<file path="config.mk">
export PLATFORM = sky130hd
export DESIGN_NAME = gcm_block_seq
export DESIGN_NICKNAME = d
export VERILOG_FILES = /design/src/hw/gcm_pkg.sv /design/src/hw/gcm_block_seq.sv
export SDC_FILE = /design/constraint.sdc
export NUM_CORES = 1
export LEC_CHECK = 0
export BUFFER_PORTS_ARGS = -buffer_cell sky130_fd_sc_hd__buf_2
export CAP_MARGIN = 20
export CORE_UTILIZATION = 49
export DETAILED_ROUTE_END_ITERATION = 8
export PLACE_DENSITY = 0.79
export SKIP_CTS_REPAIR_TIMING = 1
export SLEW_MARGIN = 20
export SYNTH_ARGS = -nofsm -noshare
export SYNTH_HDL_FRONTEND = slang
export SYNTH_SLANG_ARGS = --single-unit
</file>
<file path="constraint.sdc">
create_clock -name clk -period 4.3 [get_ports clk]
set_clock_uncertainty 0.15 [all_clocks]
set_input_delay 0.43 -clock clk [delete_from_list [all_inputs] [get_ports clk]]
set_output_delay 0.43 -clock clk [all_outputs]
set_load 0.03 [all_outputs]
</file>
<file path="src/hw/gcm_pkg.sv">
`default_nettype none

package gcm_pkg;

    // Cipher and GHASH block width.
    localparam int unsigned BLOCK_W = 128;

    // IV width for the 96-bit fast path of J0.
    localparam int unsigned IV_W = 96;

    localparam int unsigned LEN_W = 64;  // One bit-length field.
    localparam int unsigned CTR_W = 32;  // Low word stepped by inc32.

    // Bit 0 is the most significant bit and the x^0 coefficient.
    typedef logic [0:BLOCK_W-1] block_t;
    typedef logic [0:IV_W-1]    iv_t;
    typedef logic [0:LEN_W-1]   len_t;

    // Reduction constant R = 11100001 || 0^120.
    localparam block_t GF_R = {8'he1, {(BLOCK_W - 8){1'b0}}};

endpackage

`default_nettype wire

</file>
<file path="src/hw/gcm_block_seq.sv">
`timescale 1ns/1ps
`default_nettype none

module gcm_block_seq
#(
    parameter int CNT_W = 16
)
(
    input  logic            clk,
    input  logic            i_arst_n,
    input  logic            i_new_instance,
    input  gcm_pkg::len_t   i_aad_size,
    input  gcm_pkg::len_t   i_pt_size,
    input  logic            i_blk_valid,
    output logic            o_is_text,
    output logic            o_last,
    output gcm_pkg::block_t o_len_block
);

    localparam int BLK_SHIFT = $clog2(gcm_pkg::BLOCK_W);  // Bits to blocks.

    gcm_pkg::len_t    r_aad_size;
    gcm_pkg::len_t    r_pt_size;
    logic [CNT_W-1:0] r_count;
    logic             r_open;
    logic [CNT_W-1:0] w_aad_blks;
    logic [CNT_W-1:0] w_total_blks;

    // Sizes hold until the next instance for the length block.
    always_ff @(posedge clk)
    begin
        if (i_new_instance)
        begin
            r_aad_size <= i_aad_size;
            r_pt_size  <= i_pt_size;
        end
    end

    always_ff @(posedge clk or negedge i_arst_n)
    begin
        if (!i_arst_n)
        begin
            r_count <= '0;
            r_open  <= 1'b0;
        end
        else if (i_new_instance)
        begin
            r_count <= '0;
            r_open  <= 1'b1;
        end
        else if (i_blk_valid && r_open)
        begin
            r_count <= r_count + CNT_W'(1);
            if (o_last)
            begin
                r_open <= 1'b0;  // Instance fully received.
            end
        end
    end

    assign w_aad_blks   = CNT_W'(r_aad_size >> BLK_SHIFT);
    assign w_total_blks = w_aad_blks + CNT_W'(r_pt_size >> BLK_SHIFT);

    // All AAD first, then text.
    assign o_is_text   = (r_count >= w_aad_blks);
    assign o_last      = (r_count == w_total_blks - CNT_W'(1));
    assign o_len_block = {r_aad_size, r_pt_size};  // len(A) || len(C).

    a_blk_in_instance : assert property (@(posedge clk) disable iff (!i_arst_n)
        i_blk_valid |-> r_open);

    a_blk_in_range : assert property (@(posedge clk) disable iff (!i_arst_n)
        i_blk_valid |-> (r_count < w_total_blks));

endmodule

`default_nettype wire

</file>
Yosys cells after proc, flatten, opt, wreduce, memory -nomap -nowiden
Cells that the tools add are included.

storage, ports and cells
  bits in registers = 145
  input bits = 132
  output and inout port bits = 130
  word-level logic and storage cells = 18

cells by class
  add/subtract/negate cells = 3
  magnitude comparators = 1
  equality and inequality tests = 1
  muxes and demuxes = 5
  reduce and logical (&&, ||, !) cells = 4

operators by type and width
  operator                                                              number
  16-bit two-way mux                                                    2
  16-bit by 1-bit adder with 16-bit output, second input constant       1
  16-bit adder                                                          1
  16-bit == test                                                        1
  16-bit greater-or-equal comparator                                    1
  16-bit by 1-bit subtractor with 16-bit output, second input constant  1
  2-bit nonzero test                                                    2
  1-bit two-way mux                                                     3
  2-bit AND reduction                                                   1
  1-bit logical AND                                                     1

Depth between registers and ports, before layout
  depth in word-level cells = 6
  depth in mapped cells = 14
  mapped depth without buffers = 13

Worst setup path after synthesis
No wires, ideal clock.

  kind = reg2out
  from = register r_aad_size[8]
  to = output o_last
  arrival = 3.309 ns
  required time = 3.720 ns
  slack = 0.411 ns
  cell stages (with the launch flop) = 15
  buffers on the path = 1
  cell sequence = edfxtp_1 -> inv_1 -> ha_1 -> inv_1 -> ha_1 -> inv_1 -> fa_1 -> nor2b_4 -> o2111ai_2 -> a211oi_2 -> or2_1 -> buf_6 -> nor2_1 -> a2111o_1 -> nor4_2

on the way
  longest elaborated chain between the ends = 3

RTL lines
  item                                           line                 source
  start: declaration                             gcm_block_seq.sv:22  gcm_pkg::len_t r_aad_size;
  start signal: assignment                       gcm_block_seq.sv:34  r_aad_size <= i_aad_size;
  16-bit adder                                   gcm_block_seq.sv:62  assign w_total_blks = w_aad_blks + CNT_W'(r_pt_size >> BLK_SHIFT);
  16-bit by 1-bit subtractor with 16-bit output  gcm_block_seq.sv:66  assign o_last = (r_count == w_total_blks - CNT_W'(1));
  16-bit == test                                 gcm_block_seq.sv:66
  end: declaration                               gcm_block_seq.sv:16  output logic o_last,

Every way passes these cells.

Worst setup path after layout
Ends and elaborated chain as after synthesis.

==> flow_metrics.tcl <==
set metrics [dict create \
    initial_core_util_pct 50.9 \
    rsz0062_at_grt "no" \
    drtIter0Drc 256 \
    vdd_drop_max_uv 356 \
    grt_usage_pct 24.9 \
    portBuffers 261 \
    nFillCells 977 \
    area_delta_synth_final_pct 32.3 \
    final_antenna_net_count 0 \
    drc 0 \
    dieArea_mm2 0.0138 \
    hold_class "input pin to flip-flop" \
    num_io_pins 262 \
    maxCapViolations 0 \
    yosys_warnings 0 \
    synth-edff-count 128 \
    final_net_count 933 \
    status "complete, no violations" \
    crit_path_max_fanout 2 \
    fmax_ghz 0.247 \
    synth_area_per_cell_um2 13.6 \
    layout-drive-gt1-share_pct 39.5 \
    die_h_um 117 \
    p_per_area_mw_per_mm2 467 \
    worstSetupStartpointType "flip-flop" \
    rows 41 \
    cp_common_cell "inv_1" \
    htree_levels 4 \
    grt_max_degree 63 \
    clk_latency_ps 420 \
    syn_area_mm2 0.00653 \
    critPathSlowestCell "fa_2" \
    drv_slew 0 \
    fin_tns_setup_ps 0 \
    cts_sinks 145 \
    grt_pass1_wl_um 25900 \
    via_per_inst 5.15 \
    synth-async-reset-ratio_pct 11.7 \
    cpPeakStageDelay_ps 530 \
    dr.pass1.iters 6 \
    finalPower_w 0.00403 \
    vias 4840 \
    n_antenna_cell 0 \
    antenna_found_initial 2 \
    cp-end-kind "output port" \
    cts_max_path_buffers 2 \
    die_w_um 117 \
    synth_cell_types 51 \
    setup_viol 0 \
    wire_per_inst_um 17.9 \
    critPathTopFamily "adder cells" \
    clk_pin_slew_ps 60 \
    cts_tree "done" \
    multi_input_area_mm2 0.00198 \
    cts_buffers 17 \
    yosysSeqAreaShare_pct 65.4 \
    syn-num-nets 660 \
    synthCells 481 \
    grt_pass1_vias 4999 \
    worstPathCellList "inv_1 > ha_1 > inv_1 > ha_1 > inv_1 > fa_2 > xor2_1 > o2111ai_1 > a21oi_1 > nand4_1 > nor4b_1 > nand4_1 > nor4_2 > buf_4" \
    ys_ff_latch 145 \
    finalWirelength_um 16800 \
    worstPathBufferInverterCount 4 \
    period_share_pct 94.3 \
    crit_arrival_ps 3480 \
    maxSlewHeadroom_pct 59.1 \
    seq_area_mm2 0.00427 \
    dp_hpwl_um 12900 \
    cts_root_buffer "clkbuf_16" \
    core_area_mm2 0.0128 \
    ys.flop_type "edfxtp_1" \
    criticalPathCategory "flip-flop to output port" \
    grt_overflow 0 \
    cp.required_ps 3720 \
    hold_violations 0 \
    leakagePower_nw 3.97 \
    worst_pin_slew_ps 614 \
    fin_crit_ps 4060 \
    gp_congestion 0.878 \
]
-- path summary, 6_finish.rpt --
path | endpoint | startpoint | cells past startpoint | slack, ps
setup / recovery | o_last | r_aad_size[8]$_DFFE_PP_ | 14 | 240
min in group asynchronous | r_count[0]$_DFFE_PN0P_ | i_arst_n | 2 | 330
max in group asynchronous | r_count[12]$_DFFE_PN0P_ | i_arst_n | 2 | 3370
hold / removal | r_pt_size[16]$_DFFE_PP_ | i_pt_size[16] | 1 | 30
setup reg to reg | r_open$_DFFE_PN0P_ | r_aad_size[8]$_DFFE_PP_ | 13 | 1130
hold reg to reg | r_open$_DFFE_PN0P_ | r_open$_DFFE_PN0P_ | 2 | 430
-- power breakdown --
group          internal [W]  switching, W  total [W]
Combinational      0.000310      0.000597   0.000907
Clock              0.000859      0.000584    0.00144
Sequential          0.00165     0.0000334    0.00168
Total               0.00282       0.00121    0.00403
-- worst reg2reg max path: cells and delay by family (launching register included) --
kind / cells / cell delay (ps)
compound gates: 6 / 1340
simple gates: 1 / 150
fa+ha+maj: 3 / 770
buf+inv: 3 / 220
flops: 1 / 380
-- placed cells by master, fill, tap and decap left out, types with 8 or more instances in the layout --
master / synthesis / routed
buf_2: 3 / 259
edfxtp_1: 128 / 128
inv_1: 67 / 67
ha_1: 46 / 46
nor2_1: 30 / 30
nand2_1: 24 / 24
a21oi_1: 19 / 19
o21ai_0: 17 / 17
xor2_1: 17 / 17
clkbuf_16: 0 / 17
dfrtp_1: 17 / 17
nand4_1: 16 / 16
xnor2_1: 16 / 16
a21o_1: 11 / 11
nor3_1: 8 / 8
-- stage by stage --
stage / hold WS (ps) / std cells / area (um^2) / utilization [%] / setup slack [ps]
finish: 29.8 / 939 / 8640 / 67.4 / 244
global route: 13.1 / 939 / 8640 / 67.4 / 47.5
CTS: -215 / 938 / 8610 / 67.1 / 133
detailed placement: 229 / 906 / 8020 / 62.6 / 595
global placement: 233 / 906 / 8020 / 62.6 / 664
floorplan: -15.6 / 481 / 6530 / - / 411
-- flip-flops by register name (all words and copies together) (netlist names) --
signal	count
r_pt_size	64
r_count	16
r_aad_size	64
r_open	1
-- area by class of cell --
| class | count | share of cell area, % |
|---|---|---|
| flip-flops and latches | 145 | 49.4 |
| clock inverters | 15 | 1.82 |
| clock buffers | 17 | 4.92 |
| multi-input cells | 259 | 22.9 |
| inverters | 67 | 2.91 |
| well taps | 172 | 2.49 |
| repair buffers | 264 | 15.5 |
-- synth_stat cells, types with 2 or more instances --
cell	number	share of area, %
dfrtp_1	17	6.5
edfxtp_1	128	59
a211o_1	2	0.27
and3_1	4	0.38
xnor2_1	16	2.1
a21oi_1	19	1.5
inv_1	67	3.9
a21o_1	11	1.3
nand2b_1	2	0.19
nand2_1	24	1.4
o211ai_1	3	0.34
a22oi_1	2	0.23
nand3_1	2	0.15
nor3_1	8	0.61
a211oi_1	4	0.46
o2111ai_1	2	0.27
nand4_1	16	1.5
or3_1	5	0.48
nor2b_1	2	0.19
o21ai_0	17	1.3
nor2_1	30	1.7
buf_2	3	0.23
ha_1	46	8.8
xor2_1	17	2.3
clkbuf_1	6	0.34
o21a_1	3	0.34
-- cells by family after synthesis --
| logic type | count (synthesis) | synth area share [%] |
|---|---|---|
| multiplexers | 1 | 0.172 |
| buffers and inverters | 77 | 4.60 |
| flip-flops | 145 | 65.4 |
| AO/OA/AOI/OAI | 76 | 8.38 |
| AND/OR/NAND/NOR | 102 | 7.92 |
| adder cells (fa/ha/maj) | 47 | 9.12 |
| XOR/XNOR | 33 | 4.43 |
-- routing by layer --
metal / part of all wire [%] / up-vias / track usage, %
li1: - / 2282 / -
met1: 35 / 2332 / 24.6
met2: 55 / 183 / 46.9
met3: 7.0 / 41 / 8.95
met4: 2.6 / 2 / 9.74
met5: 0.065 / - / 0
(Power assumes the default switching activity.)
