## config.mk

```make
export PLATFORM = sky130hd
export DESIGN_NAME = gctr_unit
export DESIGN_NICKNAME = d
export VERILOG_FILES = /design/src/hw/gcm_pkg.sv /design/src/hw/gctr_unit.sv
export SDC_FILE = /design/constraint.sdc
export NUM_CORES = 1
export LEC_CHECK = 0
export CAP_MARGIN = 0
export CORE_AREA = 2 2 291 293
export CTS_BUF_LIST = sky130_fd_sc_hd__clkbuf_2
export DETAILED_ROUTE_END_ITERATION = 12
export DIE_AREA = 0 0 293 295
export DONT_BUFFER_PORTS = 1
export MAX_ROUTING_LAYER = met4
export PLACE_DENSITY_LB_ADDON = 0.25
export SYNTH_ARGS = -nofsm -noshare
export SYNTH_HDL_FRONTEND = slang
export SYNTH_SLANG_ARGS = --single-unit
```

## constraint.sdc

```tcl
create_clock -name clk -period 2.05 [get_ports clk]
set_clock_uncertainty 0.05 [all_clocks]
set_input_delay 0.5125 -clock clk [delete_from_list [all_inputs] [get_ports clk]]
set_output_delay 0.5125 -clock clk [all_outputs]
set_load 0.02 [all_outputs]
```

## src/hw/gcm_pkg.sv

```systemverilog
`default_nettype none

package gcm_pkg;

    // Cipher and GHASH block width.
    localparam int unsigned BLOCK_W = 128;

    // IV width for the 96-bit fast path of J0.
    localparam int unsigned IV_W = 96;

    localparam int unsigned LEN_W = 64;  // One bit-length field.
    localparam int unsigned CTR_W = 32;  // Low word stepped by inc32.

    // Bit 0 is the most significant bit and the x^0 coefficient.
    typedef logic [0:BLOCK_W-1] block_t;
    typedef logic [0:IV_W-1]    iv_t;
    typedef logic [0:LEN_W-1]   len_t;

    // Reduction constant R = 11100001 || 0^120.
    localparam block_t GF_R = {8'he1, {(BLOCK_W - 8){1'b0}}};

endpackage

`default_nettype wire

```

## src/hw/gctr_unit.sv

```systemverilog
`timescale 1ns/1ps
`default_nettype none

module gctr_unit
(
    input  logic            clk,
    input  logic            i_arst_n,
    input  logic            i_new_instance,
    input  gcm_pkg::iv_t    i_iv,
    input  logic            i_blk_valid,
    input  gcm_pkg::block_t i_blk_data,
    input  gcm_pkg::block_t i_keystream,
    input  logic            i_is_text,
    input  logic            i_last,
    output gcm_pkg::block_t o_cb,
    output logic            o_ct_valid,
    output gcm_pkg::block_t o_cipher_text,
    output logic            o_auth_valid,
    output gcm_pkg::block_t o_auth_blk,
    output logic            o_auth_last
);

    localparam int HI_W = gcm_pkg::BLOCK_W - gcm_pkg::CTR_W;

    gcm_pkg::block_t r_cb;
    gcm_pkg::block_t w_cb_next;
    gcm_pkg::block_t w_cipher_text;

    assign w_cipher_text = i_blk_data ^ i_keystream;

    // inc32 keeps the upper 96 bits and wraps the low word.
    assign w_cb_next = {r_cb[0:HI_W-1],
                        r_cb[HI_W:gcm_pkg::BLOCK_W-1] + gcm_pkg::CTR_W'(1)};

    always_ff @(posedge clk)
    begin
        if (i_new_instance)
        begin
            r_cb <= {i_iv, gcm_pkg::CTR_W'(2)};  // J0 + 1, the first text counter.
        end
        else if (i_blk_valid && i_is_text)
        begin
            r_cb <= w_cb_next;
        end

        if (i_blk_valid)
        begin
            // GHASH takes AAD as is and text after encryption.
            o_auth_blk <= i_is_text ? w_cipher_text : i_blk_data;
            if (i_is_text)
            begin
                o_cipher_text <= w_cipher_text;
            end
        end
    end

    always_ff @(posedge clk or negedge i_arst_n)
    begin
        if (!i_arst_n)
        begin
            o_ct_valid   <= 1'b0;
            o_auth_valid <= 1'b0;
            o_auth_last  <= 1'b0;
        end
        else
        begin
            o_ct_valid   <= i_blk_valid && i_is_text;
            o_auth_valid <= i_blk_valid;
            o_auth_last  <= i_blk_valid && i_last;
        end
    end

    assign o_cb = r_cb;  // Seen by the external cipher.

    a_no_blk_on_start : assert property (@(posedge clk) disable iff (!i_arst_n)
        i_new_instance |-> !i_blk_valid);

endmodule

`default_nettype wire

```

==> impl_metrics.env, run 1 <==
export IMPL_stop_stage="clock tree synthesis (4_1_cts)"
export IMPL_synth_edf_count=352
export IMPL_netlist_instances=1134
export IMPL_synthTopCellsByArea="edfxtp_1, xnor2_1, xor2_1"
export IMPL_syn_avg_cell_area_um2=14.4
export IMPL_clockRootBuffer="clkbuf_2"
export IMPL_place_area_um2=17200
export IMPL_synth_nets=1493
export IMPL_synth_seq_cells=387
export IMPL_holdBufCountCts=465
export IMPL_pin_count=745
export IMPL_netlist_area_um2=16300
export IMPL_synthFlopType="edfxtp_1"
export IMPL_cts_sinks=387
export IMPL_synth_top_area_share_pct=64.8
export IMPL_die_h_um=295
export IMPL_cts_max_level=3
export IMPL_async_flop_share_pct=0.775
export IMPL_cts_setup_buffers=11
export IMPL_ys_warnings_count=0
export IMPL_ctsResizeCount=66
export IMPL_row_count=106
export IMPL_gp_congestion=0.771
export IMPL_seq_area_frac_synth_pct=69.2
export IMPL_dp_cells=2128
export IMPL_cts_buffers_inserted=103
export IMPL_io_buffers=0
export IMPL_cts_buffer_depth=3
export IMPL_error="[ERROR RSZ-0060] Max buffer count reached."
export IMPL_synth_top_area_cell="edfxtp_1"
export IMPL_synth_cell_type_count=29
export IMPL_fp_dieW_um=293
export IMPL_hpwl_um=34000
export IMPL_status="did not finish"
export IMPL_start_util_pct=19.6
==> through the flow <==
step / utilization (%) / setup WS (ns)
after floorplan: - / -1.13
after detailed placement: 20.7 / -0.0432
after global placement: 20.7 / -0.0210
==> synth_stat cells, drive strengths merged, types with 10 or more instances <==
cell / instances
edfxtp: 352
nand2: 139
xnor2: 135
xor2: 132
buf: 100
and2: 98
dfxtp: 32
clkbuf: 29
a21oi: 18
nor2: 13
or4: 13
nand4: 10
o31ai: 10
==> logic make-up after synthesis <==
| family | synth area share (%) |
|---|---|
| buffers and inverters | 5.38 |
| muxes | 0.138 |
| and+or+nand+nor | 9.56 |
| DFF | 69.2 |
| xor gates and xnor gates | 14.3 |
| AOI/OAI and AO/OA | 1.31 |
| adders and majority gates | 0.0767 |
==> run 2: changes to the inputs <==
==> config.mk (replaced) <==
export PLATFORM = sky130hd
export DESIGN_NAME = gctr_unit
export DESIGN_NICKNAME = d
export VERILOG_FILES = /design/src/hw/gcm_pkg.sv /design/src/hw/gctr_unit.sv
export SDC_FILE = /design/constraint.sdc
export NUM_CORES = 1
export LEC_CHECK = 0
export CAP_MARGIN = 0
export CORE_AREA = 2 2 290 292
export DETAILED_ROUTE_END_ITERATION = 12
export DIE_AREA = 0 0 292 294
export DONT_BUFFER_PORTS = 1
export PLACE_DENSITY_LB_ADDON = 0.15
export SYNTH_ARGS = -nofsm -noshare
export SYNTH_HDL_FRONTEND = slang
export SYNTH_SLANG_ARGS = --single-unit
==> constraint.sdc (replaced) <==
create_clock -name clk -period 2.7 [get_ports clk]
set_clock_uncertainty 0.05 [all_clocks]
set_input_delay 0.675 -clock clk [delete_from_list [all_inputs] [get_ports clk]]
set_output_delay 0.675 -clock clk [all_outputs]
set_load 0.02 [all_outputs]
==> run 2 against run 1 <==
The flow now finishes without violations. Synthesized area unchanged. Synthesized cell count did not move.
==> impl_metrics.env, run 2 <==
export IMPL_status="complete, no violations"
export IMPL_netlist_area_um2=16300
export IMPL_power_switching_w=0.00378
export IMPL_rsz0062_at_grt="no"
export IMPL_clk_latency_ns=0.56
export IMPL_finalNonFillerCells=2188
export IMPL_synth_xor_area_share_pct=14.3
export IMPL_cts_setup_buffers=0
export IMPL_async_flop_share_pct=0.775
export IMPL_n_antenna_cell=0
export IMPL_holdBufCountCts=1
export IMPL_cts_buffer_depth=3
export IMPL_fin_nets=1430
export IMPL_row_count=106
export IMPL_setup_viol=0
export IMPL_syn2layout_area_growth_pct=12.7
export IMPL_slowest_delay_ns=0.83
export IMPL_comb_power_share_pct=3.6
export IMPL_dp_slack_ns=0.312
export IMPL_maxCapViolCount=0
export IMPL_drc_errors=0
export IMPL_overflow=0
export IMPL_worstMarginPinSlew_ns=0.581
export IMPL_endpoint_kind="register"
export IMPL_ys_warnings_count=0
export IMPL_path_clk_slew_ns=0.06
export IMPL_ant_nets=0
export IMPL_clockRootBuffer="clkbuf_16"
export IMPL_cpMostUsedCell="or4_1"
export IMPL_wl_per_cell_um=23.1
export IMPL_cts_max_level=2
export IMPL_muxShareOfSynthArea_pct=0.138
export IMPL_grt_pass1_wl_um=68000
export IMPL_synth_top_area_share_pct=64.8
export IMPL_routed_wl_um=50600
export IMPL_cts_buffers_inserted=47
export IMPL_vias=8198
export IMPL_p_per_area_nw_per_um2=792
export IMPL_report_final_hold_viol_count=0
export IMPL_hpwl_um=37400
export IMPL_synth_most_common_cell="edfxtp_1"
export IMPL_cp_arrival_ns=2.83
export IMPL_io_buffers=0
export IMPL_path_buf_inv=0
export IMPL_p_leak_nw=6.00
export IMPL_synth_edf_count=352
export IMPL_synth_top_family_by_area="XOR/XNOR gates"
export IMPL_synth_fa_ha_area_share_pct=0.0767
export IMPL_synth_compound_area_share_pct=1.31
export IMPL_antenna_found_initial=5
export IMPL_sequentialPowerShare_pct=55.7
export IMPL_worstSetupPathDepth=4
export IMPL_slowest_stage="or4_1"
export IMPL_ir_drop_mv=0.360
export IMPL_crit_chain="nand4_4 -> or4_1 -> or4_1 -> a21oi_1"
export IMPL_synth_cell_type_count=29
export IMPL_dp_cells=2101
export IMPL_synthFlopType="edfxtp_1"
export IMPL_gr_usage_all_layers_pct=11.2
export IMPL_synth_seq_cells=387
export IMPL_netlist_instances=1134
export IMPL_cts_sinks=387
export IMPL_period_needed_ns=2.39
export IMPL_cts_tree="yes"
export IMPL_die_h_um=294
export IMPL_syn_avg_cell_area_um2=14.4
export IMPL_crit_fanout=18
export IMPL_start_util_pct=19.7
export IMPL_yosys_top_cells_count="edfxtp_1, nand2_1, xnor2_1"
export IMPL_critical_path_class="register to register"
export IMPL_hp_class="input port to register"
export IMPL_required_ns=3.14
export IMPL_detail_route_first_pass_iterations=4
export IMPL_internal_power_w=0.0108
export IMPL_final_common_cell="edfxtp_1"
export IMPL_switching_share_pct=25.9
export IMPL_layout_setup_ws_ns=0.308
export IMPL_fp_dieW_um=292
export IMPL_path_delay_family="simple AND/OR/NAND/NOR gates"
export IMPL_grt_pass1_vias=8636
export IMPL_drive_gt1_share_pct=7.49
export IMPL_drt_initial_drc_count=320
export IMPL_ctsResizeCount=0
export IMPL_final_cell_mix="edfxtp_1, nand2_1, xnor2_1, xor2_1, and2_1"
export IMPL_die_area_um2=85800
export IMPL_final_util_pct=22.2
export IMPL_synth_simple_area_share_pct=9.56
export IMPL_synth_top_area_cell="edfxtp_1"
export IMPL_synth_nets=1493
export IMPL_reg2regPathDepth=4
export IMPL_period_share_pct=88.6
export IMPL_cp_start_kind="register"
export IMPL_seq_area_frac_synth_pct=69.2
export IMPL_pin_count=745
export IMPL_finalMaxSlewViolations=0
export IMPL_power_frac_clock_pct=40.7
export IMPL_whs_path_depth=0
export IMPL_design_core_area_um2=82900
export IMPL_grt_max_degree=227
export IMPL_max_freq_mhz=418
export IMPL_avgViaCountPerCell=3.75
export IMPL_synthTopCellsByArea="edfxtp_1, xnor2_1, xor2_1"
export IMPL_gp_congestion=0.741
export IMPL_relSlewSlack_pct=61.0
[run 2: cell counts after synthesis]
Identical to the previous run, type by type.
[run 2: worst reg2reg max path, delay by kind of cell (launching register included)]
family / cells / cell delay (ns)
AND/OR/NAND/NOR: 3 / 1.54
flip-flops: 1 / 0.59
AO/OA/AOI/OAI: 1 / 0.15
[run 2: per-layer routing]
metal	track usage (%)	vias to the layer above	wire, um
li1	-	3695	-
met1	9.81	3925	15300
met2	20.2	494	26000
met3	7.56	82	7650
met4	3.94	2	1630
met5	0	-	13
[run 2: logic make-up (layout without fill, tap and decap cells)]
logic type | count (synthesis) | count (layout)
buf+inv | 134 | 108
flops | 387 | 387
mux | 2 | 2
xor+xnor | 267 | 267
compound gates | 37 | 37
simple gates | 306 | 306
fa+ha+maj | 1 | 1
[run 2: through the flow]
stage | hold WS (ns) | TNS [ns] | total power, W | cell area (um2)
2_1_floorplan | 0.329 | -83.05 | 0.00863 | 16300
3_3_place_gp | 0.329 | 0 | 0.00880 | 17000
3_5_place_dp | 0.329 | 0 | 0.00879 | 17000
4_1_cts | 0.0315 | 0 | 0.0149 | 18400
5_1_grt | 0.0647 | 0 | 0.0151 | 18400
6_report | 0.140 | 0 | 0.0146 | 18400
[run 2: power by group through the flow]
stage                     registers [W]  clock network, W  logic (W)
after floorplan                 0.00787                 0   0.000755
after global placement          0.00828                 0   0.000522
after detailed placement        0.00824                 0   0.000547
after CTS                       0.00814           0.00621   0.000538
after global routing            0.00815           0.00640   0.000594
final                           0.00811           0.00592   0.000521
[run 2: worst paths after layout]
kind	end	from	slack, ns
worst min register to register	o_cb[23]	o_cb[23]	0.54
max in group asynchronous	o_auth_last	i_arst_n	2.14
worst min-delay path	o_auth_valid	i_blk_valid	0.14
worst max register to register	o_cb[28]	o_cb[4]	0.31
worst max-delay path	o_cb[28]	o_cb[4]	0.31
min in group asynchronous	o_ct_valid	i_arst_n	0.31
[run 2: area by class of cell]
class,count,area [um2]
inverters,5,22.5
fillers,8697,64500
repair buffers,17,155
clock inverters,31,196
flip-flops and latches,387,11300
clock buffers,55,1220
well taps,1080,1350
multi-input cells,613,4150
(Power assumes the default switching activity.)
